[config.mk]
export PLATFORM = sky130hd
export DESIGN_NAME = mem_stage
export DESIGN_NICKNAME = d
export VERILOG_FILES = /design/src/common/wisc_pkg.sv /design/src/logic/mem_stage.sv
export VERILOG_INCLUDE_DIRS = /design/src /design/src/common
export SDC_FILE = /design/constraint.sdc
export NUM_CORES = 2
export LEC_CHECK = 0
export BUFFER_PORTS_ARGS = -buffer_cell sky130_fd_sc_hd__buf_2
export CORE_ASPECT_RATIO = 1.4
export CORE_MARGIN = 2
export CORE_UTILIZATION = 25
export DETAILED_ROUTE_END_ITERATION = 8
export PLACE_DENSITY_LB_ADDON = 0.1
export SETUP_SLACK_MARGIN = 0.3
export SYNTH_ARGS = -nofsm -noshare
export SYNTH_HDL_FRONTEND = slang
export SYNTH_SLANG_ARGS = --single-unit
[constraint.sdc]
create_clock -name clk -period 4.1 [get_ports clk]
set_input_delay 0.82 -clock clk [delete_from_list [all_inputs] [get_ports clk]]
set_output_delay 0.82 -clock clk [all_outputs]
set_load 0.01 [all_outputs]
[src/common/wisc_consts.svh]
// WISC constants: data and address widths, memory depths and host register offsets
`ifndef WISC_CONSTS_SVH
`define WISC_CONSTS_SVH

`define WORD_W 16 // Datapath width
`define REG_AW 4 // Sixteen general registers
`define IMEM_AW 8 // 256-word instruction memory
`define DMEM_AW 8 // 256-word data memory
`define APB_AW 5 // Byte offsets, word-aligned

`define REG_CTRL 5'h00 // Bit 0 run
`define REG_STATUS 5'h04 // Bit 0 halted
`define REG_IMEM_ADDR 5'h08
`define REG_IMEM_DATA 5'h0c // Write auto-increments IMEM_ADDR
`define REG_DBG_SEL 5'h10
`define REG_DBG_DATA 5'h14
`define REG_CYCLES 5'h18
`define REG_RETIRED 5'h1c

`endif
[src/common/wisc_pkg.sv]
// WISC package: opcodes, ALU operations, branch conditions and stage payloads
`default_nettype none

`include "wisc_consts.svh"

package wisc_pkg;

	// Instruction formats
	//   ALU     op rd rs rt          shifts use bits 3:0 as amount
	//   LW/SW   op rt rs off4        rt is dest (LW) or data (SW)
	//   LLB/LHB op rd imm8
	//   B       op cond[11:10] reg[9:8] off8 ... tests r0..r3
	typedef enum logic [3:0] {
		OP_ADD = 4'h0,
		OP_SUB = 4'h1,
		OP_AND = 4'h2,
		OP_NOR = 4'h3,
		OP_SLL = 4'h4,
		OP_SRL = 4'h5,
		OP_LW  = 4'h8,
		OP_SW  = 4'h9,
		OP_LHB = 4'ha,
		OP_LLB = 4'hb,
		OP_B   = 4'hc,
		OP_HLT = 4'hf
	} opcode_e;

	typedef enum logic [2:0] {
		ALU_ADD, // Also LW/SW address
		ALU_SUB,
		ALU_AND,
		ALU_NOR,
		ALU_SLL,
		ALU_SRL,
		ALU_LLB, // Byte merge into low byte
		ALU_LHB  // Byte merge into high byte
	} alu_op_e;

	typedef enum logic [1:0] {
		BR_ZERO   = 2'd0,
		BR_NZERO  = 2'd1,
		BR_ALWAYS = 2'd2 // 3 never taken
	} br_cond_e;

	typedef struct packed {
		logic               valid;
		logic [`WORD_W-1:0] pc;
		logic [`WORD_W-1:0] instr;
	} ifid_t;

	typedef struct packed {
		logic               valid;
		alu_op_e            alu_op;
		logic               imm_sel; // B operand from imm
		logic               load;
		logic               store;
		logic               branch;
		logic               halt;
		br_cond_e           br_cond;
		logic [`WORD_W-1:0] op_a;
		logic [`WORD_W-1:0] op_b;
		logic [`WORD_W-1:0] imm; // Sign-extended where signed
		logic [`REG_AW-1:0] dest;
		logic               reg_we; // Implies valid, never r0
		logic [`WORD_W-1:0] pc;
	} idex_t;

	typedef struct packed {
		logic               valid;
		logic               load;
		logic               store;
		logic               halt;
		logic [`REG_AW-1:0] dest;
		logic               reg_we;
		logic [`WORD_W-1:0] result; // ALU result or address
		logic [`WORD_W-1:0] store_data;
	} exmem_t;

	typedef struct packed {
		logic               valid;
		logic               halt;
		logic [`REG_AW-1:0] dest;
		logic               reg_we;
		logic [`WORD_W-1:0] data;
	} memwb_t;

endpackage

`default_nettype wire

[src/logic/mem_stage.sv]
// Memory stage: data memory, load/store and write-back data select
`timescale 1ns/10ps
`default_nettype none

`include "wisc_consts.svh"

module mem_stage (
	input  wire logic             clk,
	input  wire logic             rst,
	input  wire wisc_pkg::exmem_t exmem,
	output wisc_pkg::memwb_t      memwb
);
	import wisc_pkg::*;

	logic [`WORD_W-1:0] dmem [2**`DMEM_AW];
	logic [`DMEM_AW-1:0] addr;

	assign addr = exmem.result[`DMEM_AW-1:0]; // Word address

	always_ff @(posedge clk) begin
		if (exmem.valid && exmem.store) dmem[addr] <= exmem.store_data;
	end

	always_comb begin
		memwb.valid = exmem.valid;
		memwb.halt = exmem.halt;
		memwb.dest = exmem.dest;
		memwb.reg_we = exmem.reg_we;
		memwb.data = exmem.load ? dmem[addr] : exmem.result; // Load beats ALU
	end

	a_ld_st_excl: assert property (@(posedge clk) disable iff (rst)
		!(exmem.load && exmem.store));

endmodule

`default_nettype wire

# Yosys cells after proc, flatten, opt, wreduce, memory -nomap -nowiden
# Memories as Yosys holds them, arrays and structs flattened.
# Index checks and enable logic that the tools add are counted.
dict set report totals {
  mem_bits_rw 4096
  n_memories 1
  regBits 0
  in_bits 43
  out_inout_bits 23
}
# memory depth width rd rd_clocked_by_memory_dff write_ports line
set mem_list {}
lappend mem_list {dmem 256 16 1 0 1 mem_stage.sv:15} ;# logic [`WORD_W-1:0] dmem [2**`DMEM_AW];
dict set report classes {
  reduce_logical 1
  mux 3
}
# operator count
set op_table {}
lappend op_table {{16-bit two-way mux} 1}
lappend op_table {{1-bit two-way mux} 2}
lappend op_table {{1-bit logical AND} 1}

# Longest topological paths before layout
dict set report depth {
  ltp_word 3
  ltp_mapped 14
  mapped_depth_nobuf 7
}

# Worst setup path after synthesis
# No wires, ideal clock.
dict set report synth_timing {
  path_kind {input to output}
  from {in exmem[17] (netlist bit)}
  to {out memwb[15] (netlist bit)}
  path_stages 10
  setup_slack_ps 156
  required_time_ps 3280
  t_arrival_ps 3124
  path_cell_list {buf_4 -> buf_2 -> clkbuf_1 -> buf_1 -> mux4_2 -> mux4_2 -> a32oi_1 -> nand4_1 -> o22ai_1 -> o41ai_1}
}
# item line
set synth_rtl {}
lappend synth_rtl {{from (decl)} mem_stage.sv:10} ;# input wire wisc_pkg::exmem_t exmem,
lappend synth_rtl {{to (decl)} mem_stage.sv:11} ;# output wisc_pkg::memwb_t memwb

==> impl_metrics.csv <==
group,metric,value,unit
final_layout,layout-area-overhead-vs-synth,26.0,%
flow_run,max_cap_viol_count,0,
power,max-vdd-ir-drop,392,µV
synthesis,syn_inst,6889,
die,dieHeight,944,µm
drt,totalWireLength,588,mm
sta,tightest_slew,1220,ps
synthesis,synth-seq-area-share,0.780,
clock_tree,clk_pin_slew,60,ps
synthesis,synthAdderAreaFrac,0,
synthesis,syn_area_per_cell,22.9,µm²
final_layout,utilization,0.316,
drt,route.detailed.wl_per_inst,34.4,µm
clock_tree,h-tree-depth,5,
global_route,grt_pass1_wl,786,mm
final_layout,stdcell_area,0.199,mm²
drt,vias,78900,
placed_design,placed_area,0.181,mm²
synthesis,yosys.area_share.simple,0.0192,
sta,min_period,5000,ps
synthesis,synthDistinctLibCells,64,
synthesis,synth_commonest_cells,"edfxtp_1, mux4_2, nor2_1",
final_layout,drive_above_1_share,0.421,
min_path,holdCritPathClass,"input pin to register",
setup_path,setup.worst_path.start_class,"input pin",
setup_path,critPathArrivalTime,4180,ps
setup_path,cp.buffers_inverters,10,
setup_path,cp_slowest_stage_delay,640,ps
die,initial_core_util,0.251,
final_layout,top_regs,"dmem (4096)",
synthesis,syn_area,0.158,mm²
synthesis,async_flop_share,0,
clock_tree,cts-root-buf,"clkbuf_16",
outcome,violations,"setup timing",
synthesis,synth_top_family_by_area,"multiplexers",
global_route,antenna_found_initial,34,
setup_path,crit_fanout,8,
sta,setup_violations,16,
die,fp.dieArea,0.637,mm²
setup_path,path_cells,"buf_16 > buf_12 > buf_16 > buf_8 > buf_12 > mux4_2 > mux4_2 > a22oi_2 > buf_4 > a21oi_1 > buf_12 > o21ai_4 > buf_6 > a31oi_2 > buf_4 > buf_2",
clock_tree,clock_tree.buffer_depth,4,
power,p_per_area,461,mW/mm²
synthesis,syn_nets,6932,
clock_tree,cts_buffers,419,
setup_path,cpLargestDelayFamily,"buffers and inverters",
sta,setup_ws,-896,ps
placed_design,place_hpwl,387,mm
drt,dr.pass1.iters,5,
drt,remaining_drc_errors,0,
synthesis,synth.area.mux_share,0.169,
sta,rsz0062_at_grt,"true",
sta,hold_ws,235,ps
setup_path,path_class,"input pin to output port",
synthesis,yosys-top-cells-area,"edfxtp_1, mux4_2, mux2i_1",
die,design.core.area,0.629,mm²
synthesis,yosysTopAreaCellShare,0.780,
setup_path,crit_path_frequent_cell,"buf_12",
clock_tree,tritoncts,"done",
synthesis,synth.most_common_cell,"edfxtp_1",
synthesis,ys.flop_type,"edfxtp_1",
power,p_leak,62.7,nW
sta,slew_headroom,0.187,
final_layout,nets,8440,
sta,fmax,200,MHz
clock_tree,cts.sinks,4096,
final_layout,largest_reg_flops,4096,
global_route,grt-ovfl-total,0,
synthesis,yosysWarnings,0,
synthesis,synth_edf_count,4096,
global_route,grt.total_usage,0.182,
die,ios,66,
synthesis,yosys.area_share.xor_xnor,0,
setup_path,end_kind,"output port",
synthesis,ys_ff_latch,4096,
placed_design,io_buffers,52,
synthesis,synth_compound_area_frac,0.0169,
global_route,grt_max_degree,97,
setup_path,slowest_stage,"mux4_2",
drt,viasPerCell,4.62,
sta,hold_viol_final,0,
synthesis,synth_top_area_cell,"edfxtp_1",
drt,drt_iter0_drc,6783,
die,rows,345,
global_route,grt_pass1_vias,83800,
outcome,status,"finished with violations",
sta,maxSlewViolCount,0,
drt,ant_nets,0,
setup_path,worstPathRequired,3280,ps
sta,fin_crit_sh,1.22,
die,die_w,675,µm
final_layout,largest-register,"dmem",
placed_design,globalplace.congestion,0.793,
what timing repair did:
item | CTS | global route
hold endpoints to repair | 8 | 0
gates cloned | 15 | 2
gates resized for setup | 373 | 97
setup buffers | 111 | 45
hold buffers | 1 | 0
pin swaps | 63 | 46
setup endpoints to repair | 16 | 16
kinds of logic after synthesis:
family | count (synthesis)
compound gates | 371
buf+inv | 408
flops | 4096
mux | 1293
simple gates | 721
area by class of cell:
cell class	count	area (µm²)
multi-input cells	2385	34500
repair buffers	1489	16900
well taps	8328	10400
inverters	6	45.0
flip-flops and latches	4096	123000
fillers	60300	431000
clock buffers	504	11000
diodes	17	42.5
clock inverters	275	2810
cell usage in the layout (no fill, tap or decap), types with 41 or more instances in the layout:
master,instances
edfxtp_1,4096
mux4_2,1090
buf_4,968
clkbuf_16,430
buf_12,342
nor2_2,259
nand2_1,243
mux2i_1,150
clkinv_1,92
clkinv_2,90
clkbuf_1,76
buf_6,70
bufinv_16,51
nand3_1,47
a32oi_1,46
a21oi_1,44
nor2_1,41
routing by layer:
| layer | routed length [µm] | track usage |
|---|---|---|
| met5 | 0 | 0 |
| met4 | 13900 | 0.0426 |
| met3 | 20300 | 0.0197 |
| met2 | 317000 | 0.338 |
| met1 | 237000 | 0.225 |
report_power, final:
part           switching, mW  internal (mW)
sequential            0.0102           46.1
clock                   16.9           22.3
combinational           3.82           2.53
worst paths after layout:
path / from / end / cells past startpoint
worst max-delay path: exmem[16] / memwb[2] / 16
worst min-delay path: exmem[12] / dmem[178][12] / 1
per-stage QoR:
step / TNS [ps] / worst slack (ps) / cells / power (mW)
finish: -11810 / -896 / 17100 / 91.7
detailed placement: -23270 / -2020 / 16100 / 53.0
global placement: -23030 / -2010 / 16100 / 52.9
CTS: -11810 / -886 / 17000 / 92.9
floorplan: 0 / 282 / 6889 / 49.2
global route: -12530 / -953 / 17100 / 94.4
Power figures use the tool's default switching activity.
