File: src/common/wisc_consts.svh
// WISC constants: data and address widths, memory depths and host register offsets
`ifndef WISC_CONSTS_SVH
`define WISC_CONSTS_SVH

`define WORD_W 16 // Datapath width
`define REG_AW 4 // Sixteen general registers
`define IMEM_AW 8 // 256-word instruction memory
`define DMEM_AW 8 // 256-word data memory
`define APB_AW 5 // Byte offsets, word-aligned

`define REG_CTRL 5'h00 // Bit 0 run
`define REG_STATUS 5'h04 // Bit 0 halted
`define REG_IMEM_ADDR 5'h08
`define REG_IMEM_DATA 5'h0c // Write auto-increments IMEM_ADDR
`define REG_DBG_SEL 5'h10
`define REG_DBG_DATA 5'h14
`define REG_CYCLES 5'h18
`define REG_RETIRED 5'h1c

`endif
File: src/logic/host_ctrl_regs.sv
// Host control: APB slave for run control, program load, counters, debug reads
`timescale 1ns/10ps
`default_nettype none

`include "wisc_consts.svh"

module host_ctrl_regs (
	input  wire logic                clk,
	input  wire logic                rst,
	input  wire logic                psel,
	input  wire logic                penable,
	input  wire logic                pwrite,
	input  wire logic [`APB_AW-1:0]  paddr,
	input  wire logic [`WORD_W-1:0]  pwdata,
	output logic      [`WORD_W-1:0]  prdata,
	output logic                     pready,
	output logic                     pslverr,
	input  wire logic                retire,
	input  wire logic                halt_retired,
	input  wire logic [`WORD_W-1:0]  dbg_data,
	output logic                     run,
	output logic                     restart,
	output logic                     imem_we,
	output logic      [`IMEM_AW-1:0] imem_waddr,
	output logic      [`WORD_W-1:0]  imem_wdata,
	output logic      [`REG_AW-1:0]  dbg_sel
);

	logic               access, wr, mapped, read_only;
	logic               halted;
	logic [`WORD_W-1:0] cycles, retired;

	assign access = psel && penable;
	assign pready = 1'b1; // No wait states

	always_comb begin
		mapped = 1'b1;
		read_only = 1'b0;
		prdata = '0;
		case (paddr)
			`REG_CTRL: prdata = {15'd0, run};
			`REG_STATUS: begin
				prdata = {15'd0, halted};
				read_only = 1'b1;
			end
			`REG_IMEM_ADDR: prdata = {8'd0, imem_waddr};
			`REG_IMEM_DATA: prdata = '0; // Write only
			`REG_DBG_SEL: prdata = {12'd0, dbg_sel};
			`REG_DBG_DATA: begin
				prdata = dbg_data;
				read_only = 1'b1;
			end
			`REG_CYCLES: begin
				prdata = cycles;
				read_only = 1'b1;
			end
			`REG_RETIRED: begin
				prdata = retired;
				read_only = 1'b1;
			end
			default: mapped = 1'b0;
		endcase
	end

	assign pslverr = access && (!mapped || (pwrite && read_only));
	assign wr = access && pwrite && !pslverr;
	assign imem_we = wr && paddr == `REG_IMEM_DATA;
	assign imem_wdata = pwdata;

	always_ff @(posedge clk) begin
		if (rst) begin
			run <= 1'b0;
			restart <= 1'b0;
			halted <= 1'b0;
			cycles <= '0;
			retired <= '0;
			imem_waddr <= '0;
			dbg_sel <= '0;
		end else begin
			restart <= 1'b0; // Single-cycle pulse
			if (run) cycles <= cycles + 1'b1;
			if (run && retire) retired <= retired + 1'b1;
			if (run && halt_retired) begin
				run <= 1'b0;
				halted <= 1'b1;
			end
			if (wr && paddr == `REG_CTRL) begin
				run <= pwdata[0];
				if (pwdata[0] && !run) begin // Start from PC 0
					restart <= 1'b1;
					halted <= 1'b0;
					cycles <= '0;
					retired <= '0;
				end
			end
			if (wr && paddr == `REG_IMEM_ADDR) imem_waddr <= pwdata[`IMEM_AW-1:0];
			if (imem_we) imem_waddr <= imem_waddr + 1'b1;
			if (wr && paddr == `REG_DBG_SEL) dbg_sel <= pwdata[`REG_AW-1:0];
		end
	end

	// Access phase always follows a setup phase
	a_apb_setup_first: assert property (@(posedge clk) disable iff (rst)
		$rose(penable) |-> psel && $past(psel));

endmodule

`default_nettype wire

File: config.mk
export PLATFORM = sky130hd
export DESIGN_NAME = host_ctrl_regs
export DESIGN_NICKNAME = d
export VERILOG_FILES = /design/src/logic/host_ctrl_regs.sv
export VERILOG_INCLUDE_DIRS = /design/src /design/src/common
export SDC_FILE = /design/constraint.sdc
export NUM_CORES = 1
export LEC_CHECK = 0
export BUFFER_PORTS_ARGS = -buffer_cell sky130_fd_sc_hd__buf_2
export CAP_MARGIN = 40
export CORE_AREA = 2 2 76 78
export DETAILED_ROUTE_END_ITERATION = 12
export DIE_AREA = 0 0 78 80
export GPL_ROUTABILITY_DRIVEN = 0
export GPL_TIMING_DRIVEN = 0
export PLACE_DENSITY = 0.89
export SLEW_MARGIN = 20
export SYNTH_ARGS = -nofsm -noshare
export SYNTH_HDL_FRONTEND = slang
export SYNTH_SLANG_ARGS = --single-unit
File: constraint.sdc
create_clock -name clk -period 2.5 [get_ports clk]
set_input_delay 0.25 -clock clk [delete_from_list [all_inputs] [get_ports clk]]
set_output_delay 0.25 -clock clk [all_outputs]
set_load 0.02 [all_outputs]
# Word-level counts from Yosys, hierarchy flattened
# Cells that the tools add are included.
[totals]
regBits = 47
latchBits = 0
ram_bits = 0
rom_bits = 0
out_inout_bits = 49
n_memories = 0
[op_classes]
n_addsub = 3
multipliers = 0
div_mod_pow = 0
order_cmp = 0
eq_ne = 7
shifts = 0
muxes = 17
bitwise_logic = 1
reduce_logical = 22
[op_table]
columns = ["operator", "count"]
rows = [
  ["16-bit one-hot mux with 7 select lines", 1],
  ["16-bit 2-to-1 mux", 6],
  ["16-bit by 1-bit adder with 16-bit output (second input constant)", 2],
  ["5-bit equality test (second input constant)", 4],
  ["8-bit 2-to-1 mux", 2],
  ["1-bit logical AND", 12],
  ["5-bit by 4-bit equality test with 1-bit output (second input constant)", 2],
  ["8-bit by 1-bit adder with 8-bit output (second input constant)", 1],
  ["1-bit 2-to-1 mux", 8],
  ["8-bit OR reduction", 1],
  ["5-bit by 3-bit equality test with 1-bit output (second input constant)", 1],
  ["5-bit logical NOT", 1],
  ["2-bit nonzero test", 2],
  ["4-bit OR reduction", 1],
  ["1-bit logical NOT", 3],
  ["2-bit OR reduction", 1],
  ["1-bit logical OR", 1],
  ["1-bit NOT", 1],
]

# Logic depth before layout (Yosys ltp)
[depth]
depth_word = 11
mapped_depth = 6

# Worst setup path before layout
# Ideal clock, no wire load.
[synth_path]
path_type = "input port to output port"
from = "input port paddr[3]"
to = "output port prdata[0]"
arrival_ns = 1.661
required_time_ns = 2.250
slack_ns = 0.589
cell_stages = 6
cell_sequence = "buf_2 > buf_2 > buf_2 > and2_1 > a21oi_1 > a211oi_1"
[synth_via]
elab_chain_cells = 2
word_cells_on_any_way = 8
[synth_lines]
columns = ["element", "line", "source"]
rows = [
  ["from (decl)", "host_ctrl_regs.sv:13", "input wire logic [`APB_AW-1:0] paddr,"],
  ["5-bit equality test (tied with other cells)", "host_ctrl_regs.sv:40", "case (paddr)"],
  ["16-bit one-hot mux with 7 select lines (*)", "host_ctrl_regs.sv:40", ""],
  ["to (decl)", "host_ctrl_regs.sv:15", "output logic [`WORD_W-1:0] prdata,"],
]
# Every way passes the cells marked *; elsewhere a longest branch is shown, timed or not.

# Final worst setup path
[layout_path]
from = "input port paddr[2]"
to = "output port prdata[1]"
# The elaborated chain is that of the path after synthesis.

==> flow_summary.toml <==
[worst_setup_path]
critPathKind = "in -> out"
cp_data_arrival_time_ns = 1.95
crit_chain = "buf_2 -> clkbuf_1 -> nor2b_1 -> clkbuf_1 -> clkbuf_2 -> nand3b_1 -> a21oi_1 -> buf_2"
endpoint_kind = "output pin"
cpMaxStageDelayCell = "clkbuf_1"
critPathMaxFanout = 10
max_stage_delay_ns = 0.39
start_kind = "input port"
worstPathRequired_ns = 2.25

[final_layout]
num_antenna_cells = 0
drive_gt1_share_pct = 27.74
finalNetCount = 493
syn_to_final_growth_pct = 19.60
fin_cells = 519

[floorplanning]
rows = 27
die_h_um = 80
die_w_um = 78
pin_count = 93
start_util_pct = 54.10
core_um2 = 5405
fp.dieArea_um2 = 6240

[global_route]
grt_usage_pct = 27.09
grt_pass1_vias = 2767
grt_overflow_total = 0
grt_pass1_wl_mm = 13.31
antenna_found_initial = 0
grt_max_degree = 14

[place]
placedCellCount = 511
port_buffers = 80
hpwl_mm = 6.332

[drt]
drt_iter0_drc = 212
drt-total-wl_mm = 8.300
ant_nets = 0
first_pass_iters = 5
drc = 0
viasPerCell = 5.919
vias = 3072
wire_per_inst_um = 15.99

[synthesis]
ys.flop_type = "dfxtp_1"
yosysSeqAreaShare_pct = 32.18
async_flop_share_pct = 0
yosysUniqueCellTypes = 49
yosysTopAreaCell = "dfxtp_1"
synth_top_area_share_pct = 32.18
postSynthAreaPerCell_um2 = 8.145
synth_common_cells = "nor2_1, dfxtp_1, nand2_1, buf_4, a21oi_1"
ys_top_cells_by_area = "dfxtp_1, nor2_1, xnor2_1"
ys_warn_count = 0
yosysMostFrequentCell = "nor2_1"
synth_edf_count = 0
synthCells = 359
synthesis.nets = 406
ys_ff_latch = 47
syn-cell-area_um2 = 2924

[clocking]
cts_root_buffer = "clkbuf_8"
worst_skew_pair.late_latency_ns = 0.31
cts_tree = "done"
postCtsSetupBuffers = 0
clock_sinks = 47
cts_buffers = 5
clk_transition_reported_paths_ns = 0.09
htree_levels = 2
cts_buffer_depth = 2

[timing]
fin_crit_ns = 2.204
fin_skew_ns = 0.004380
clock.fmax_mhz = 453.8
max_slew_margin_pct = 58.00
hold_viol_final = 0
setup_viol = 0
worst_pin_slew_ns = 0.6276
period_share_pct = 88.15
fin_setup_tns_ns = 0
rsz0062_at_grt = "no"
final_max_slew_viol_count = 0

[pwr]
ir_drop_mv = 0.3758
power_density_nw_per_um2 = 403.5
p_leak_nw = 1.405

[min_path]
hp-class = "in -> reg"

[run_status]
status = "complete, no violations"

[flow_run]
maxCapViolCount = 0
[metal layers]
metal	vias to the layer above	share of wire (%)	track usage [%]
li1	1437	-	-
met1	1428	40	32.68
met2	187	48	46.29
met3	20	10	6.109
met4	0	2.4	11.75
met5	-	0	0
[layout make-up]
cell class / instances / area, µm²
clock buffers: 7 / 76.32
inverters: 6 / 22.52
clock inverters: 1 / 5.005
repair buffers: 80 / 400.4
well taps: 72 / 90.09
fillers: 469 / 1908
plain buffers: 38 / 225.2
flip-flops and latches: 47 / 940.9
multi-input cells: 268 / 1737
[registers in the layout, summed over array words and instances (netlist names)]
register / flops
cycles: 16
retired: 16
imem_waddr: 8
dbg_sel: 4
halted: 1
restart: 1
run: 1
[cells by family after synthesis]
kind of cell    after synthesis  synth area share [%]
mux                          23                 10.06
fa+ha+maj                     3                 1.284
xor+xnor                     26                 7.787
compound gates               54                 11.94
simple gates                161                 28.20
other cells                   1                0.1282
flops                        47                 32.18
buf+inv                      44                 8.429
[path summary, 6_finish.rpt]
kind | start | to | slack (ns) | depth (start not counted)
hold reg to reg | halted$_SDFF_PP0_ | halted$_SDFF_PP0_ | 0.48 | 2
setup reg to reg | run$_SDFFE_PP0P_ | cycles[15]$_SDFF_PP0_ | 0.75 | 5
setup / recovery | paddr[2] | prdata[1] | 0.30 | 8
hold / removal | halt_retired | halted$_SDFF_PP0_ | 0.21 | 3
[power by group]
part	switching [mW]	internal [mW]
Combinational	0.119	0.0871
Clock	0.259	0.197
Sequential	0.000988	0.748
[through the flow]
step | setup slack [ns] | hold slack (ns) | cell area (µm²) | utilization [%] | power [mW]
floorplan | 0.5891 | 0.3916 | 2924 | - | 0.8958
global placement | 0.2654 | 0.4456 | 3415 | 63.17 | 0.9650
detailed placement | 0.1958 | 0.4525 | 3415 | 63.17 | 0.9690
CTS | 0.1919 | 0.2062 | 3496 | 64.68 | 1.407
global route | 0.1391 | 0.2266 | 3497 | 64.70 | 1.460
finish | 0.2962 | 0.2089 | 3497 | 64.70 | 1.411
[placed cells by master (no fill, tap or decap), drive strengths merged, types with 4 or more instances in the layout]
cell	netlist	routed
buf	25	105
nor2	55	55
dfxtp	47	47
nand2	24	24
clkbuf	13	20
a21oi	17	17
xnor2	16	16
nand4	14	14
nand3	14	14
a22oi	12	12
mux2	11	11
xor2	10	10
nor3	9	9
nand3b	8	8
mux2i	8	8
o21ai	8	8
nor2b	7	7
nor4	6	6
inv	6	6
and2	4	4
mux4	4	4
[critical path, delay by kind of cell]
| family | cells | cell delay, ns |
|---|---|---|
| AO/OA/AOI/OAI | 1 | 0.15 |
| buffers and inverters | 5 | 1.26 |
| AND/OR/NAND/NOR | 2 | 0.28 |
[timing repair]
| item | 4_1_cts | 5_1_grt |
|---|---|---|
| setup endpoints to repair | 0 | 6 |
| hold buffers | 0 | 0 |
| gates resized for setup | 0 | 2 |
(Power assumes the default switching activity.)
