<file path="src/common/wisc_consts.svh">
// WISC constants: data and address widths, memory depths and host register offsets
`ifndef WISC_CONSTS_SVH
`define WISC_CONSTS_SVH

`define WORD_W 16 // Datapath width
`define REG_AW 4 // Sixteen general registers
`define IMEM_AW 8 // 256-word instruction memory
`define DMEM_AW 8 // 256-word data memory
`define APB_AW 5 // Byte offsets, word-aligned

`define REG_CTRL 5'h00 // Bit 0 run
`define REG_STATUS 5'h04 // Bit 0 halted
`define REG_IMEM_ADDR 5'h08
`define REG_IMEM_DATA 5'h0c // Write auto-increments IMEM_ADDR
`define REG_DBG_SEL 5'h10
`define REG_DBG_DATA 5'h14
`define REG_CYCLES 5'h18
`define REG_RETIRED 5'h1c

`endif
</file>
<file path="src/common/wisc_pkg.sv">
// WISC package: opcodes, ALU operations, branch conditions and stage payloads
`default_nettype none

`include "wisc_consts.svh"

package wisc_pkg;

	// Instruction formats
	//   ALU     op rd rs rt          shifts use bits 3:0 as amount
	//   LW/SW   op rt rs off4        rt is dest (LW) or data (SW)
	//   LLB/LHB op rd imm8
	//   B       op cond[11:10] reg[9:8] off8 ... tests r0..r3
	typedef enum logic [3:0] {
		OP_ADD = 4'h0,
		OP_SUB = 4'h1,
		OP_AND = 4'h2,
		OP_NOR = 4'h3,
		OP_SLL = 4'h4,
		OP_SRL = 4'h5,
		OP_LW  = 4'h8,
		OP_SW  = 4'h9,
		OP_LHB = 4'ha,
		OP_LLB = 4'hb,
		OP_B   = 4'hc,
		OP_HLT = 4'hf
	} opcode_e;

	typedef enum logic [2:0] {
		ALU_ADD, // Also LW/SW address
		ALU_SUB,
		ALU_AND,
		ALU_NOR,
		ALU_SLL,
		ALU_SRL,
		ALU_LLB, // Byte merge into low byte
		ALU_LHB  // Byte merge into high byte
	} alu_op_e;

	typedef enum logic [1:0] {
		BR_ZERO   = 2'd0,
		BR_NZERO  = 2'd1,
		BR_ALWAYS = 2'd2 // 3 never taken
	} br_cond_e;

	typedef struct packed {
		logic               valid;
		logic [`WORD_W-1:0] pc;
		logic [`WORD_W-1:0] instr;
	} ifid_t;

	typedef struct packed {
		logic               valid;
		alu_op_e            alu_op;
		logic               imm_sel; // B operand from imm
		logic               load;
		logic               store;
		logic               branch;
		logic               halt;
		br_cond_e           br_cond;
		logic [`WORD_W-1:0] op_a;
		logic [`WORD_W-1:0] op_b;
		logic [`WORD_W-1:0] imm; // Sign-extended where signed
		logic [`REG_AW-1:0] dest;
		logic               reg_we; // Implies valid, never r0
		logic [`WORD_W-1:0] pc;
	} idex_t;

	typedef struct packed {
		logic               valid;
		logic               load;
		logic               store;
		logic               halt;
		logic [`REG_AW-1:0] dest;
		logic               reg_we;
		logic [`WORD_W-1:0] result; // ALU result or address
		logic [`WORD_W-1:0] store_data;
	} exmem_t;

	typedef struct packed {
		logic               valid;
		logic               halt;
		logic [`REG_AW-1:0] dest;
		logic               reg_we;
		logic [`WORD_W-1:0] data;
	} memwb_t;

endpackage

`default_nettype wire

</file>
<file path="src/execute/execute_stage.sv">
// Execute stage: operand select, ALU and branch resolution
`timescale 1ns/10ps
`default_nettype none

`include "wisc_consts.svh"

module execute_stage (
	input  wire wisc_pkg::idex_t    idex,
	output wisc_pkg::exmem_t        exmem,
	output logic                    redirect,
	output logic      [`WORD_W-1:0] redirect_pc
);
	import wisc_pkg::*;

	logic [`WORD_W-1:0] b;
	logic [`WORD_W-1:0] result;
	logic               taken;

	assign b = idex.imm_sel ? idex.imm : idex.op_b;

	always_comb begin
		case (idex.alu_op)
			ALU_ADD: result = idex.op_a + b;
			ALU_SUB: result = idex.op_a - b;
			ALU_AND: result = idex.op_a & b;
			ALU_NOR: result = ~(idex.op_a | b);
			ALU_SLL: result = idex.op_a << b[3:0];
			ALU_SRL: result = idex.op_a >> b[3:0];
			ALU_LLB: result = {idex.op_a[15:8], b[7:0]}; // Keep high byte
			ALU_LHB: result = {b[7:0], idex.op_a[7:0]}; // Keep low byte
			default: result = '0;
		endcase
	end

	// Branch tests operand A
	always_comb begin
		case (idex.br_cond)
			BR_ZERO: taken = (idex.op_a == '0);
			BR_NZERO: taken = (idex.op_a != '0);
			BR_ALWAYS: taken = 1'b1;
			default: taken = 1'b0;
		endcase
	end

	assign redirect = idex.valid && idex.branch && taken;
	assign redirect_pc = idex.pc + 1'b1 + idex.imm; // Offset already sign-extended

	always_comb begin
		exmem.valid = idex.valid;
		exmem.load = idex.load;
		exmem.store = idex.store;
		exmem.halt = idex.halt;
		exmem.dest = idex.dest;
		exmem.reg_we = idex.reg_we;
		exmem.result = result;
		exmem.store_data = idex.op_b; // Raw rt, not the immediate
	end

endmodule

`default_nettype wire

</file>
<file path="config.mk">
export PLATFORM = sky130hd
export DESIGN_NAME = execute_stage
export DESIGN_NICKNAME = d
export VERILOG_FILES = /design/src/common/wisc_pkg.sv /design/src/execute/execute_stage.sv
export VERILOG_INCLUDE_DIRS = /design/src /design/src/common
export SDC_FILE = /design/constraint.sdc
export NUM_CORES = 1
export LEC_CHECK = 0
export BUFFER_PORTS_ARGS = -buffer_cell sky130_fd_sc_hd__buf_2
export CAP_MARGIN = 30
export CORE_ASPECT_RATIO = 1.25
export CORE_MARGIN = 2
export CORE_UTILIZATION = 50
export DETAILED_ROUTE_END_ITERATION = 6
export GPL_TIMING_DRIVEN = 0
export PLACE_DENSITY = 0.75
export SLEW_MARGIN = 20
export SYNTH_ARGS = -nofsm -noshare
export SYNTH_HDL_FRONTEND = slang
export SYNTH_SLANG_ARGS = --single-unit
</file>
<file path="constraint.sdc">
create_clock -name vclk -period 10.7
set_clock_uncertainty 0.1 [all_clocks]
set_input_delay 0.535 -clock vclk [all_inputs]
set_output_delay 0.535 -clock vclk [all_outputs]
set_load 0.02 [all_outputs]
</file>
### After elaboration in Yosys (flattened, before gate mapping)

Cells that the tools add are included.

* $add $sub $neg: 4
* $lt $le $gt $ge: 0
* equal/unequal tests: 9
* shift operators: 2
* multiply operators: 0
* multiplexer cells: 3
* reductions and logical operators: 6
* bitwise gates (word level): 3
* div/mod/pow operators: 0

Operator list (count)
* case mux 16 bit (8 select lines): 1
* adder 16 bit: 2
* adder 16 x 1 -> 16 bit (second input constant): 1
* bitwise AND 16 bit: 1
* logical NOT 16 bit: 1
* 2-to-1 mux 16 bit: 1
* NOT 16 bit: 1
* bitwise OR 16 bit: 1
* nonzero test 16 bit: 1
* left shift 16 x 4 -> 16 bit: 1
* right shift 16 x 4 -> 16 bit: 1
* subtractor 16 bit: 1
* equality test 3 bit (second input constant): 4
* equality test 3 x 2 -> 1 bit (second input constant): 2
* equality test 3 x 1 -> 1 bit (second input constant): 1
* logical NOT 3 bit: 1
* case mux 1 bit (3 select lines): 1
* equality test 2 x 1 -> 1 bit (second input constant): 1
* equality test 2 bit (second input constant): 1
* logical AND 1 bit: 2
* logical NOT 2 bit: 1

* bits in read-only memories: 0
* RAM bits: 0
* latch bits: 0
* input bits: 80
* logic and storage cells: 27
* register bits: 0
* memories: 0
* output and inout bits: 58

### Depth between registers and ports, before layout

* depth in word-level cells: 4
* depth in mapped cells: 19
* mapped depth without buffers: 15

### Worst setup path before layout

OpenSTA, ideal clock, no wires.

* path kind: input port to output port
* start point: input idex[75] (netlist bit)
* end point: output exmem[31] (netlist bit)
* path slack: 5.826 ns
* required time: 10.065 ns
* arrival time: 4.239 ns
* buffers on the path: 4
* stages on the path: 17
* path through: buf_6 mux2i_2 clkbuf_1 clkbuf_1 ha_1 nor2b_1 a31oi_1 xnor2_1 ha_1 clkbuf_1 nand3_1 a2111oi_0 o32ai_1 o21ai_0 a21oi_1 xnor2_1 o21ai_1

RTL lines
* start, declared: line execute_stage.sv:8 `input wire wisc_pkg::idex_t idex,`
* end, declared: line execute_stage.sv:9 `output wisc_pkg::exmem_t exmem,`

==> out/metrics.yaml <==
detailed_routing:
  dr.pass1.iters: 6
  wl_mm: 20.0
  ant_nets: 0
  vias_per_cell: 6.58
  wire_per_inst_um: 21.3
  drt_iter0_drc: 824
  vias: 6202
  drc: 0
logic_synthesis:
  synth.avg_cell_area_um2: 6.47
  yosys-top-cells-area: "mux2i_1 10%, ha_1 9.5%, nor2_1 6.9%"
  ys_warn_count: 0
  synth_top_area_share_pct: 10.0
  synthTopCellsByCount: "83 x nor2_1, 72 x nand2_1, 53 x a21oi_1"
  yosysTopAreaCell: "mux2i_1"
  syn_area_um2: 4490
  ys_types: 71
  syn_nets: 810
  syn_inst: 694
  yosysMostFrequentCell: "nor2_1"
  ys_seq_area_share_pct: 0
floorplanning:
  fp.dieW_um: 88.8
  initial_core_util_pct: 51.6
  die_y_um: 110
  dieArea_um2: 9770
  num_rows: 38
  io_pins: 138
  core_um2: 8700
power:
  switchingPower_uw: 246
  swShare_pct: 63.3
  p_leak_nw: 2.39
  p_seq_share_pct: 0
  power_uw: 388
  p_int_uw: 143
  vdd.ir_drop.worst_v: 0.0000523
  comb_power_share_pct: 100.0
  clockPowerShare_pct: 0
  powerDensity_nw_per_um2: 73.5
worst_setup_path:
  cp_max_fo: 12
  crit_type: "in -> out"
  endpoint_kind: "primary output"
  required_ns: 10.07
  cp-start-kind: "primary input"
  worstPathArrival_ns: 5.73
global_route:
  grt_overflow: 0
  grt_pass1_vias: 5735
  grt_pass1_wl_mm: 30.2
  grt_max_degree: 13
  track_usage_pct: 39.9
  antenna_found_initial: 0
place:
  place_hpwl_mm: 15.7
  gp_congestion: 1.11
  placed_area_um2: 5280
  port_buffers: 128
  placed_cells: 942
sta:
  finalSetupViolations: 0
  worst_pin_slew_ns: 0.870
  layout_worst_path_cycle_share_pct: 59.5
  max_freq_ghz: 0.157
  drv_slew: 0
  rsz0062_at_grt: "false"
  hold_viol_final: 0
  setup_tns_ns: 0
  period_needed_ns: 6.36
  slew_headroom_pct: 40.5
final_layout:
  drive_gt1_share_pct: 22.7
  layout.cells.non_filler: 942
  nFlopsAndLatches: 0
  nClkBuffers: 0
  areaGrowthSynthToFinish_pct: 17.6
  seqCellArea_um2: 0
  fin_nets: 940
  diodes: 0
  fin_area_um2: 5280
run:
  maxCapViolCount: 0
min_path:
  hold_class: "in -> out"
  holdPathStages: 2
cts:
  postCtsHoldBufs: 0
  cts_resized: 0
  post_cts_buffers: 0
outcome:
  status: "complete, no violations"
-- stage by stage --
step	utilization (%)	hold WS [ns]	worst slack, ns
2_1_floorplan	-	1.08	5.83
3_3_place_gp	60.7	1.19	4.64
3_5_place_dp	60.7	1.19	4.57
4_1_cts	60.7	1.19	4.56
5_1_grt	60.7	1.19	4.00
6_report	60.7	1.19	4.34
-- kinds of logic after synthesis --
kind of cell | count (synthesis) | synth area share, %
AOI/OAI and AO/OA | 216 | 32.0
and+or+nand+nor | 253 | 26.2
buffers and inverters | 94 | 10.3
adders and majority gates | 36 | 10.4
xor gates and xnor gates | 39 | 7.77
muxes | 56 | 13.3
-- final cells by class --
cell class                      instances  area, um2
Buffer                                 75        393
Fill cell                             868       3420
Multi-Input combinational cell        600       4030
Inverter                               19       71.3
Timing Repair Buffer                  128        641
Tap cell                              120        150
-- power groups by stage --
| stage | registers (mW) | logic [mW] | clock network (mW) |
|---|---|---|---|
| after CTS | 0 | 0.377 | 0 |
| after global routing | 0 | 0.415 | 0 |
| after detailed placement | 0 | 0.376 | 0 |
| after floorplan | 0 | 0.261 | 0 |
| final | 0 | 0.388 | 0 |
| after global placement | 0 | 0.369 | 0 |
-- worst paths after layout --
| kind | start | to | slack, ns |
|---|---|---|---|
| hold / removal | idex[74] | exmem[39] | 1.19 |
| setup / recovery | idex[75] | exmem[29] | 4.34 |
-- per-layer routing --
metal / GRT usage, % / vias to the layer above / part of all wire, %
met4: 21.3 / 0 / 6.9
li1: - / 2804 / -
met3: 7.00 / 104 / 12
met2: 66.4 / 523 / 45
met1: 48.3 / 2771 / 36
met5: 0 / - / 0
-- critical path, cell delays in order --
cell       delay (ns)
buf_6            0.11
mux2i_2          0.43
clkbuf_1         0.53
clkbuf_1         0.59
ha_1             0.27
nor2b_1          0.24
a31oi_1          0.18
xnor2_1          0.23
ha_1             0.30
clkbuf_1         0.26
nand3_1          0.15
a2111oi_0        0.77
o32ai_1          0.28
o21bai_1         0.23
o21ai_0          0.13
a211o_1          0.31
buf_2            0.16
-- placed cells by master, fill, tap and decap left out, drive strengths merged, types with 11 or more instances in the layout --
master | synthesis | routed
buf | 35 | 163
nor2 | 83 | 83
nand2 | 72 | 72
a21oi | 53 | 53
mux2i | 46 | 46
o21ai | 42 | 42
clkbuf | 40 | 40
ha | 34 | 34
nand3 | 26 | 26
xnor2 | 26 | 26
nor3 | 19 | 19
inv | 18 | 18
nand2b | 13 | 13
a31oi | 13 | 13
xor2 | 13 | 13
o211ai | 12 | 12
a211oi | 11 | 11
Power figures use the tool's default switching activity.
