$ cat src/logic/pipe_stage_reg.sv
// Pipeline register: holds while the core is stopped, clears on flush
`timescale 1ns/10ps
`default_nettype none

module pipe_stage_reg #(
	parameter type payload_t = logic [15:0]
) (
	input  wire logic     clk,
	input  wire logic     rst,
	input  wire logic     hold,
	input  wire logic     flush,
	input  wire payload_t d,
	output payload_t      q
);

	always_ff @(posedge clk) begin
		if (rst) begin
			q <= '0;
		end else if (hold) begin
			q <= q; // Core stopped
		end else if (flush) begin
			q <= '0; // Valid drops with the rest
		end else begin
			q <= d;
		end
	end

endmodule

`default_nettype wire

$ cat config.mk
export PLATFORM = sky130hd
export DESIGN_NAME = pipe_stage_reg
export DESIGN_NICKNAME = d
export VERILOG_FILES = /design/src/logic/pipe_stage_reg.sv
export SDC_FILE = /design/constraint.sdc
export NUM_CORES = 1
export LEC_CHECK = 0
export BUFFER_PORTS_ARGS = -buffer_cell sky130_fd_sc_hd__buf_2
export CORE_MARGIN = 1.5
export CORE_UTILIZATION = 39
export CTS_CLUSTER_SIZE = 25
export DETAILED_ROUTE_END_ITERATION = 8
export PLACE_DENSITY = 0.73
export SLEW_MARGIN = 0
export SYNTH_ARGS = -nofsm -noshare
export SYNTH_HDL_FRONTEND = slang
export SYNTH_SLANG_ARGS = --single-unit
$ cat constraint.sdc
create_clock -name clk -period 0.9 [get_ports clk]
set_input_delay 0.18 -clock clk [delete_from_list [all_inputs] [get_ports clk]]
set_output_delay 0.18 -clock clk [all_outputs]
set_load 0.01 [all_outputs]
# ---- Word level (Yosys, flattened, before mapping)
# Index checks and enable logic that the tools add are counted.
dict set report word_totals {
  out_inout_bits 16
  inputBits 20
  elab_cells 2
  regBits 16
}
dict set report classes {
  muxes 1
}
# operator count
set op_table {}
lappend op_table {{16-bit two-way mux} 1}

# ---- Longest topological paths before layout
# Gate-level depths: netlist (run 1).
dict set report logic_depth {
  depth_word 1
  ltp_mapped 5
  mapped_depth_nobuf 2
}

# ---- Worst setup path before layout (run 1)
# OpenSTA, ideal clock, no wires.
dict set report synth_timing {
  kind {input to register}
  start {in hold}
  end {reg q[10] (netlist name)}
  arrival_time_ps 844
  required_ps 827
  path_slack_ps -17
  path_stages 5
  cell_sequence {buf_6 or2_1 buf_6 buf_6 o22ai_2}
}
# element line_no
set synth_rtl {}
lappend synth_rtl {{start, declared} 10} ;# input wire logic hold,
lappend synth_rtl {{end signal, assigned} 20} ;# q <= q;
lappend synth_rtl {{end, declared} 13} ;# output payload_t q

# ---- Worst setup path in the final report (run 1)
dict set report layout_timing {
  start {reg q[9] (netlist name)}
  end {out q[9] (netlist name)}
}
# No word-level cell between the ends.

==> impl_metrics.py, run 1 <==
metrics = {
    "timing": {
        "tns_ns": -0.00590,
        "setup_slack_ns": -0.00251,
        "period_share": 1.00,
        "slew_viol_final": 0,
        "rsz0062_at_grt": "yes",
        "post-route-min-period_ns": 0.903,
        "slew_headroom": 0.661,
        "worstMarginPinSlew_ns": 0.509,
        "fmax_mhz": 1110,
        "finalClockSkew_ns": 0,
        "final_hold_viol_count": 0,
        "setup_violations": 4,
    },
    "layout": {
        "n_antenna_cell": 0,
        "utilization": 0.607,
        "final_cell_mix": "buf_2, nand2_1, buf_6, dfxtp_2, nand2b_1",
        "layout.cells.non_filler": 133,
        "regMostFlops": "q",
        "largest_reg_flops": 16,
        "reg_top3": "q: 16 flops",
        "layout_commonest_cell": "buf_2",
        "fin_nets": 130,
        "drive_gt1_frac": 0.639,
        "syn2layout_area_growth_pct": 47.8,
        "fin_area_mm2": 0.00104,
    },
    "worst_setup_path": {
        "cp-endpoint": "q[9]",
        "r2r_cells": 3,
        "timing.rr.end": "q[6]",
        "critPathLaunch": "q[9]",
        "path_buf_inv": 1,
        "cp_cell_sequence": "buf_6",
        "worst_ep_arrival_time_ns": 0.72,
        "slowest_stage": "dfxtp_2",
        "cp.depth": 1,
        "critPathRequiredTime_ns": 0.72,
        "crit_fanout": 2,
        "worstSetupPathType": "reg -> out",
        "reg2reg_from": "q[6]",
        "cp-start-kind": "register",
        "endpoint_kind": "output port",
        "slowest_delay_ns": 0.34,
        "crit_family": "flip-flops",
        "regToRegSetupSlack_ns": 0.18,
    },
    "global_route": {
        "grt_usage": 0.147,
        "grt_max_degree": 32,
        "grt_pass1_vias": 507,
        "grt_overflow": 0,
        "antenna_found_initial": 0,
        "grt_pass1_wl_um": 2150,
    },
    "synthesis": {
        "synth_top_area_cell": "dfxtp_1",
        "synth.yosys.warnings": 0,
        "syn_nets": 92,
        "syn_area_per_cell_um2": 9.75,
        "yosysTopAreaCellShare": 0.456,
        "syn_inst": 72,
        "seq_area_frac_synth": 0.456,
        "ys_ff_latch": 16,
        "synth_area_leaders": "dfxtp_1, o22ai_2, nand2b_1",
        "yosys.cell_types.count": 11,
        "syn_area_um2": 702,
    },
    "placed_design": {
        "postPlaceCellArea_um2": 887,
        "gp_congestion": 0.714,
        "dp.cells": 129,
        "dpl.hpwl_um": 1010,
        "dp_slack_ns": -0.121,
        "portBuffers": 35,
    },
    "clock_network": {
        "cts.path.max_buffers": 2,
        "htree_levels": 1,
        "hold_buffers": 0,
        "cts_buffers": 3,
        "clk_pin_slew_ns": 0.09,
        "cts_root_buffer": "clkbuf_4",
        "clock_latency_ns": 0.27,
        "cts_tree": "done",
        "cts.sinks": 16,
    },
    "floorplanning": {
        "io_pins": 36,
        "die_w_um": 45.4,
        "core_area_mm2": 0.00171,
        "die_h_um": 45.4,
        "die_area_mm2": 0.00206,
        "row_count": 15,
        "start_util": 0.411,
    },
    "worst_hold_path": {
        "min_path_type": "in -> reg",
        "whs_path_depth": 3,
    },
    "outcome": {
        "outcome": "finished with violations",
        "violations": "setup timing",
    },
    "pwr": {
        "sw_frac_of_total": 0.238,
        "powerDensity_mw_per_mm2": 1310,
        "leakagePower_uw": 0.000432,
        "p_int_uw": 1030,
        "seqPwrFrac": 0.561,
        "comb_power_share": 0.178,
        "ir_worst_vdd_uv": 741,
        "power.switching_uw": 323,
        "clock_power_share": 0.261,
    },
    "routing": {
        "viasPerCell": 4.61,
        "via_count": 613,
        "wl_per_cell_um": 10.7,
        "ant_nets": 0,
        "drc_errors": 0,
        "first_iter_violations": 4,
        "drt_wl_total_um": 1430,
        "drt-pass1-iter-count": 4,
    },
    "job": {
        "max-cap-violations": 0,
    },
}
-- power by group through the flow --
stage                     logic, uW  registers [uW]  clock network [uW]
after CTS                       241             761                 365
after global routing            262             764                 402
final                           241             761                 354
after detailed placement        210             765                   0
after global placement          206             764                   0
after floorplan                 120             779                   0
-- how the worst min path moves through the flow --
stage                     slack [ns]     to  start
final                           0.15  q[13]  d[13]
after CTS                       0.15  q[13]  d[13]
after floorplan                 0.33  q[13]  d[13]
after global routing            0.14  q[13]  d[13]
after global placement          0.43  q[13]  d[13]
after detailed placement        0.44  q[14]  q[14]
-- cells by family after synthesis --
group | Yosys count | share of synthesized area
buffers and inverters | 7 | 0.0731
AO/OA/AOI/OAI | 16 | 0.230
flip-flops | 16 | 0.456
AND/OR/NAND/NOR | 33 | 0.241
-- final cells by class --
type / count / area [um^2]
multi-input cells: 49 / 330
repair buffers: 40 / 313
fillers: 153 / 671
well taps: 25 / 31.3
clock buffers: 3 / 22.5
flip-flops and latches: 16 / 340
-- cells in the mapped netlist, drive strengths merged --
library cell  instances
or2                   1
nand2b               15
clkbuf                2
a21oi                 1
or3b                  1
buf                   5
o22ai                15
nand2                16
dfxtp                16
-- through the flow --
stage	hold WS, ns	power (uW)
floorplan	0.332	899
global placement	0.432	970
detailed placement	0.441	975
CTS	0.146	1370
global route	0.141	1430
finish	0.152	1360
-- routing by layer --
metal / GRT usage / share of wire / vias to the layer above / wire [um]
li1: - / - / 315 / -
met1: 0.201 / 0.45 / 282 / 643
met2: 0.206 / 0.50 / 14 / 711
met3: 0.0357 / 0.032 / 2 / 46
met4: 0.0882 / 0.019 / 0 / 27
met5: 0 / 0 / - / 0
-- timing repair --
action	CTS	global route
endpoints found under the setup margin	16	16
gates resized for setup	32	0
buffers inserted	0	1
hold endpoints to repair	0	0
gates cloned	0	0
No activity file was read; power rests on OpenSTA's default activity.
==> inputs of run 2 (changes only) <==
--- a/config.mk
+++ b/config.mk
@@ -10,6 +10,7 @@
 export CORE_UTILIZATION = 39
 export CTS_CLUSTER_SIZE = 25
 export DETAILED_ROUTE_END_ITERATION = 8
+export GPL_TIMING_DRIVEN = 0
 export PLACE_DENSITY = 0.73
 export SLEW_MARGIN = 0
 export SYNTH_ARGS = -nofsm -noshare
==> run 2 against run 1 <==
  * The run still ends with setup timing left
  * Die area stayed put
  * Sequential power hardly changed
  * Clock skew stayed put
  * Global-route usage is 2.5 points higher
  * Critical path depth stayed put
  * Non-clock buffer count is 2 higher
  * Clock power is 32% higher
  * Highest routed layer unchanged
==> impl_metrics.py, run 2 (synthesized netlist as in run 1, its figures left out) <==
metrics = {
    "outcome": {
        "outcome": "finished with violations",
        "violations": "setup timing",
    },
    "routing": {
        "ant_nets": 0,
        "drt-pass1-iter-count": 4,
        "drt_wl_total_um": 1600,
        "first_iter_violations": 9,
        "drc_errors": 0,
        "viasPerCell": 4.63,
        "wl_per_cell_um": 11.8,
        "via_count": 630,
    },
    "timing": {
        "rsz0062_at_grt": "yes",
        "setup_violations": 14,
        "worstMarginPinSlew_ns": 0.405,
        "fmax_mhz": 1090,
        "finalClockSkew_ns": 0,
        "slew_viol_final": 0,
        "final_hold_viol_count": 0,
        "setup_slack_ns": -0.0147,
        "period_share": 1.02,
        "post-route-min-period_ns": 0.915,
        "slew_headroom": 0.730,
        "finalHoldWorstSlack_ns": 0.144,
    },
    "worst_setup_path": {
        "worstSetupPathType": "reg -> out",
        "cp-start-kind": "register",
        "cp_cell_sequence": "buf_6",
        "critPathLaunch": "q[1]",
        "path_buf_inv": 1,
        "slowest_delay_ns": 0.34,
        "reg2reg_from": "q[13]",
        "crit_family": "flip-flops",
        "endpoint_kind": "output port",
        "r2r_cells": 3,
        "crit_fanout": 2,
        "slowest_stage": "dfxtp_2",
        "regToRegSetupSlack_ns": 0.18,
        "worst_ep_arrival_time_ns": 0.73,
        "critPathRequiredTime_ns": 0.72,
        "timing.rr.end": "q[13]",
    },
    "global_route": {
        "grt_pass1_wl_um": 2560,
        "grt_usage": 0.172,
        "antenna_found_initial": 0,
        "grt_pass1_vias": 590,
        "grt_overflow": 0,
        "grt_max_degree": 11,
    },
    "floorplanning": {
        "die_h_um": 45.4,
        "start_util": 0.411,
        "io_pins": 36,
        "core_area_mm2": 0.00171,
        "die_area_mm2": 0.00206,
        "row_count": 15,
        "die_w_um": 45.4,
    },
    "worst_hold_path": {
        "min_path_type": "in -> reg",
        "holdPathEnd": "q[13]",
        "whs_path_depth": 3,
        "hold_start": "d[13]",
    },
    "layout": {
        "regMostFlops": "q",
        "reg_top3": "q: 16 flops",
        "syn2layout_area_growth_pct": 52.6,
        "final_cell_mix": "buf_2, buf_6, nand2_1, dfxtp_2, nand2b_1",
        "seq_area_um2": 340,
        "largest_reg_flops": 16,
        "nFillCells": 143,
        "fin_area_mm2": 0.00107,
        "drive_gt1_frac": 0.631,
        "n_antenna_cell": 0,
        "fin_nets": 132,
        "multiInputGateArea_um2": 330,
        "layout_commonest_cell": "buf_2",
        "layout.cells.non_filler": 136,
    },
    "clock_network": {
        "clk_pin_slew_ns": 0.10,
        "clock_latency_ns": 0.28,
        "cts_tree": "done",
        "hold_buffers": 0,
        "cts.path.max_buffers": 2,
        "htree_levels": 1,
        "cts.sinks": 16,
        "cts_buffers": 3,
        "cts_root_buffer": "clkbuf_4",
    },
    "pwr": {
        "powerDensity_mw_per_mm2": 1380,
        "ir_worst_vdd_uv": 864,
        "leakagePower_uw": 0.000446,
    },
    "placed_design": {
        "dp_slack_ns": -0.140,
        "dp.cells": 131,
        "portBuffers": 34,
        "dpl.hpwl_um": 1040,
        "postPlaceCellArea_um2": 907,
        "gp_congestion": 0.732,
    },
    "job": {
        "max-cap-violations": 0,
    },
}
run 2: layer usage:
metal  up-vias  global-route usage  part of all wire
li1        320                   -                 -
met1       286               0.222              0.40
met2        18               0.276              0.55
met3         6              0.0238             0.036
met4         0              0.0882             0.022
met5         -                   0                 0
run 2: power breakdown:
part	internal [uW]	switching, uW
clock	246	222
combinational	143	110
sequential	741	19.6
run 2: how the worst max path moves through the flow:
stage | end | cells past startpoint
finish | q[1] | 1
global route | q[13] | 1
CTS | q[9] | 1
detailed placement | q[13] | 4
global placement | q[13] | 4
floorplan | q[10] | 5
run 2: per-stage QoR:
step            util  power, uW  setup TNS, ns
2_1_floorplan      -        899              0
3_3_place_gp   0.531        981          -1.35
5_1_grt        0.627       1540         -0.533
3_5_place_dp   0.531        985          -1.44
6_report       0.627       1480         -0.114
4_1_cts        0.623       1490         -0.210
run 2: timing repair:
action,in CTS,in global routing
setup endpoints to repair,16,16
setup buffers,0,1
resized for setup,32,0
run 2: layout make-up:
type | count | area share
Tap cell | 25 | 0.0292
Buffer | 7 | 0.0514
Multi-Input combinational cell | 49 | 0.308
Clock buffer | 4 | 0.0339
Timing Repair Buffer | 35 | 0.259
Sequential cell | 16 | 0.318
run 2: worst register-to-register path, cell delays in order (launching register included):
cell,delay [ns]
dfxtp_2,0.35
buf_4,0.11
nand2_1,0.04
o22ai_1,0.15
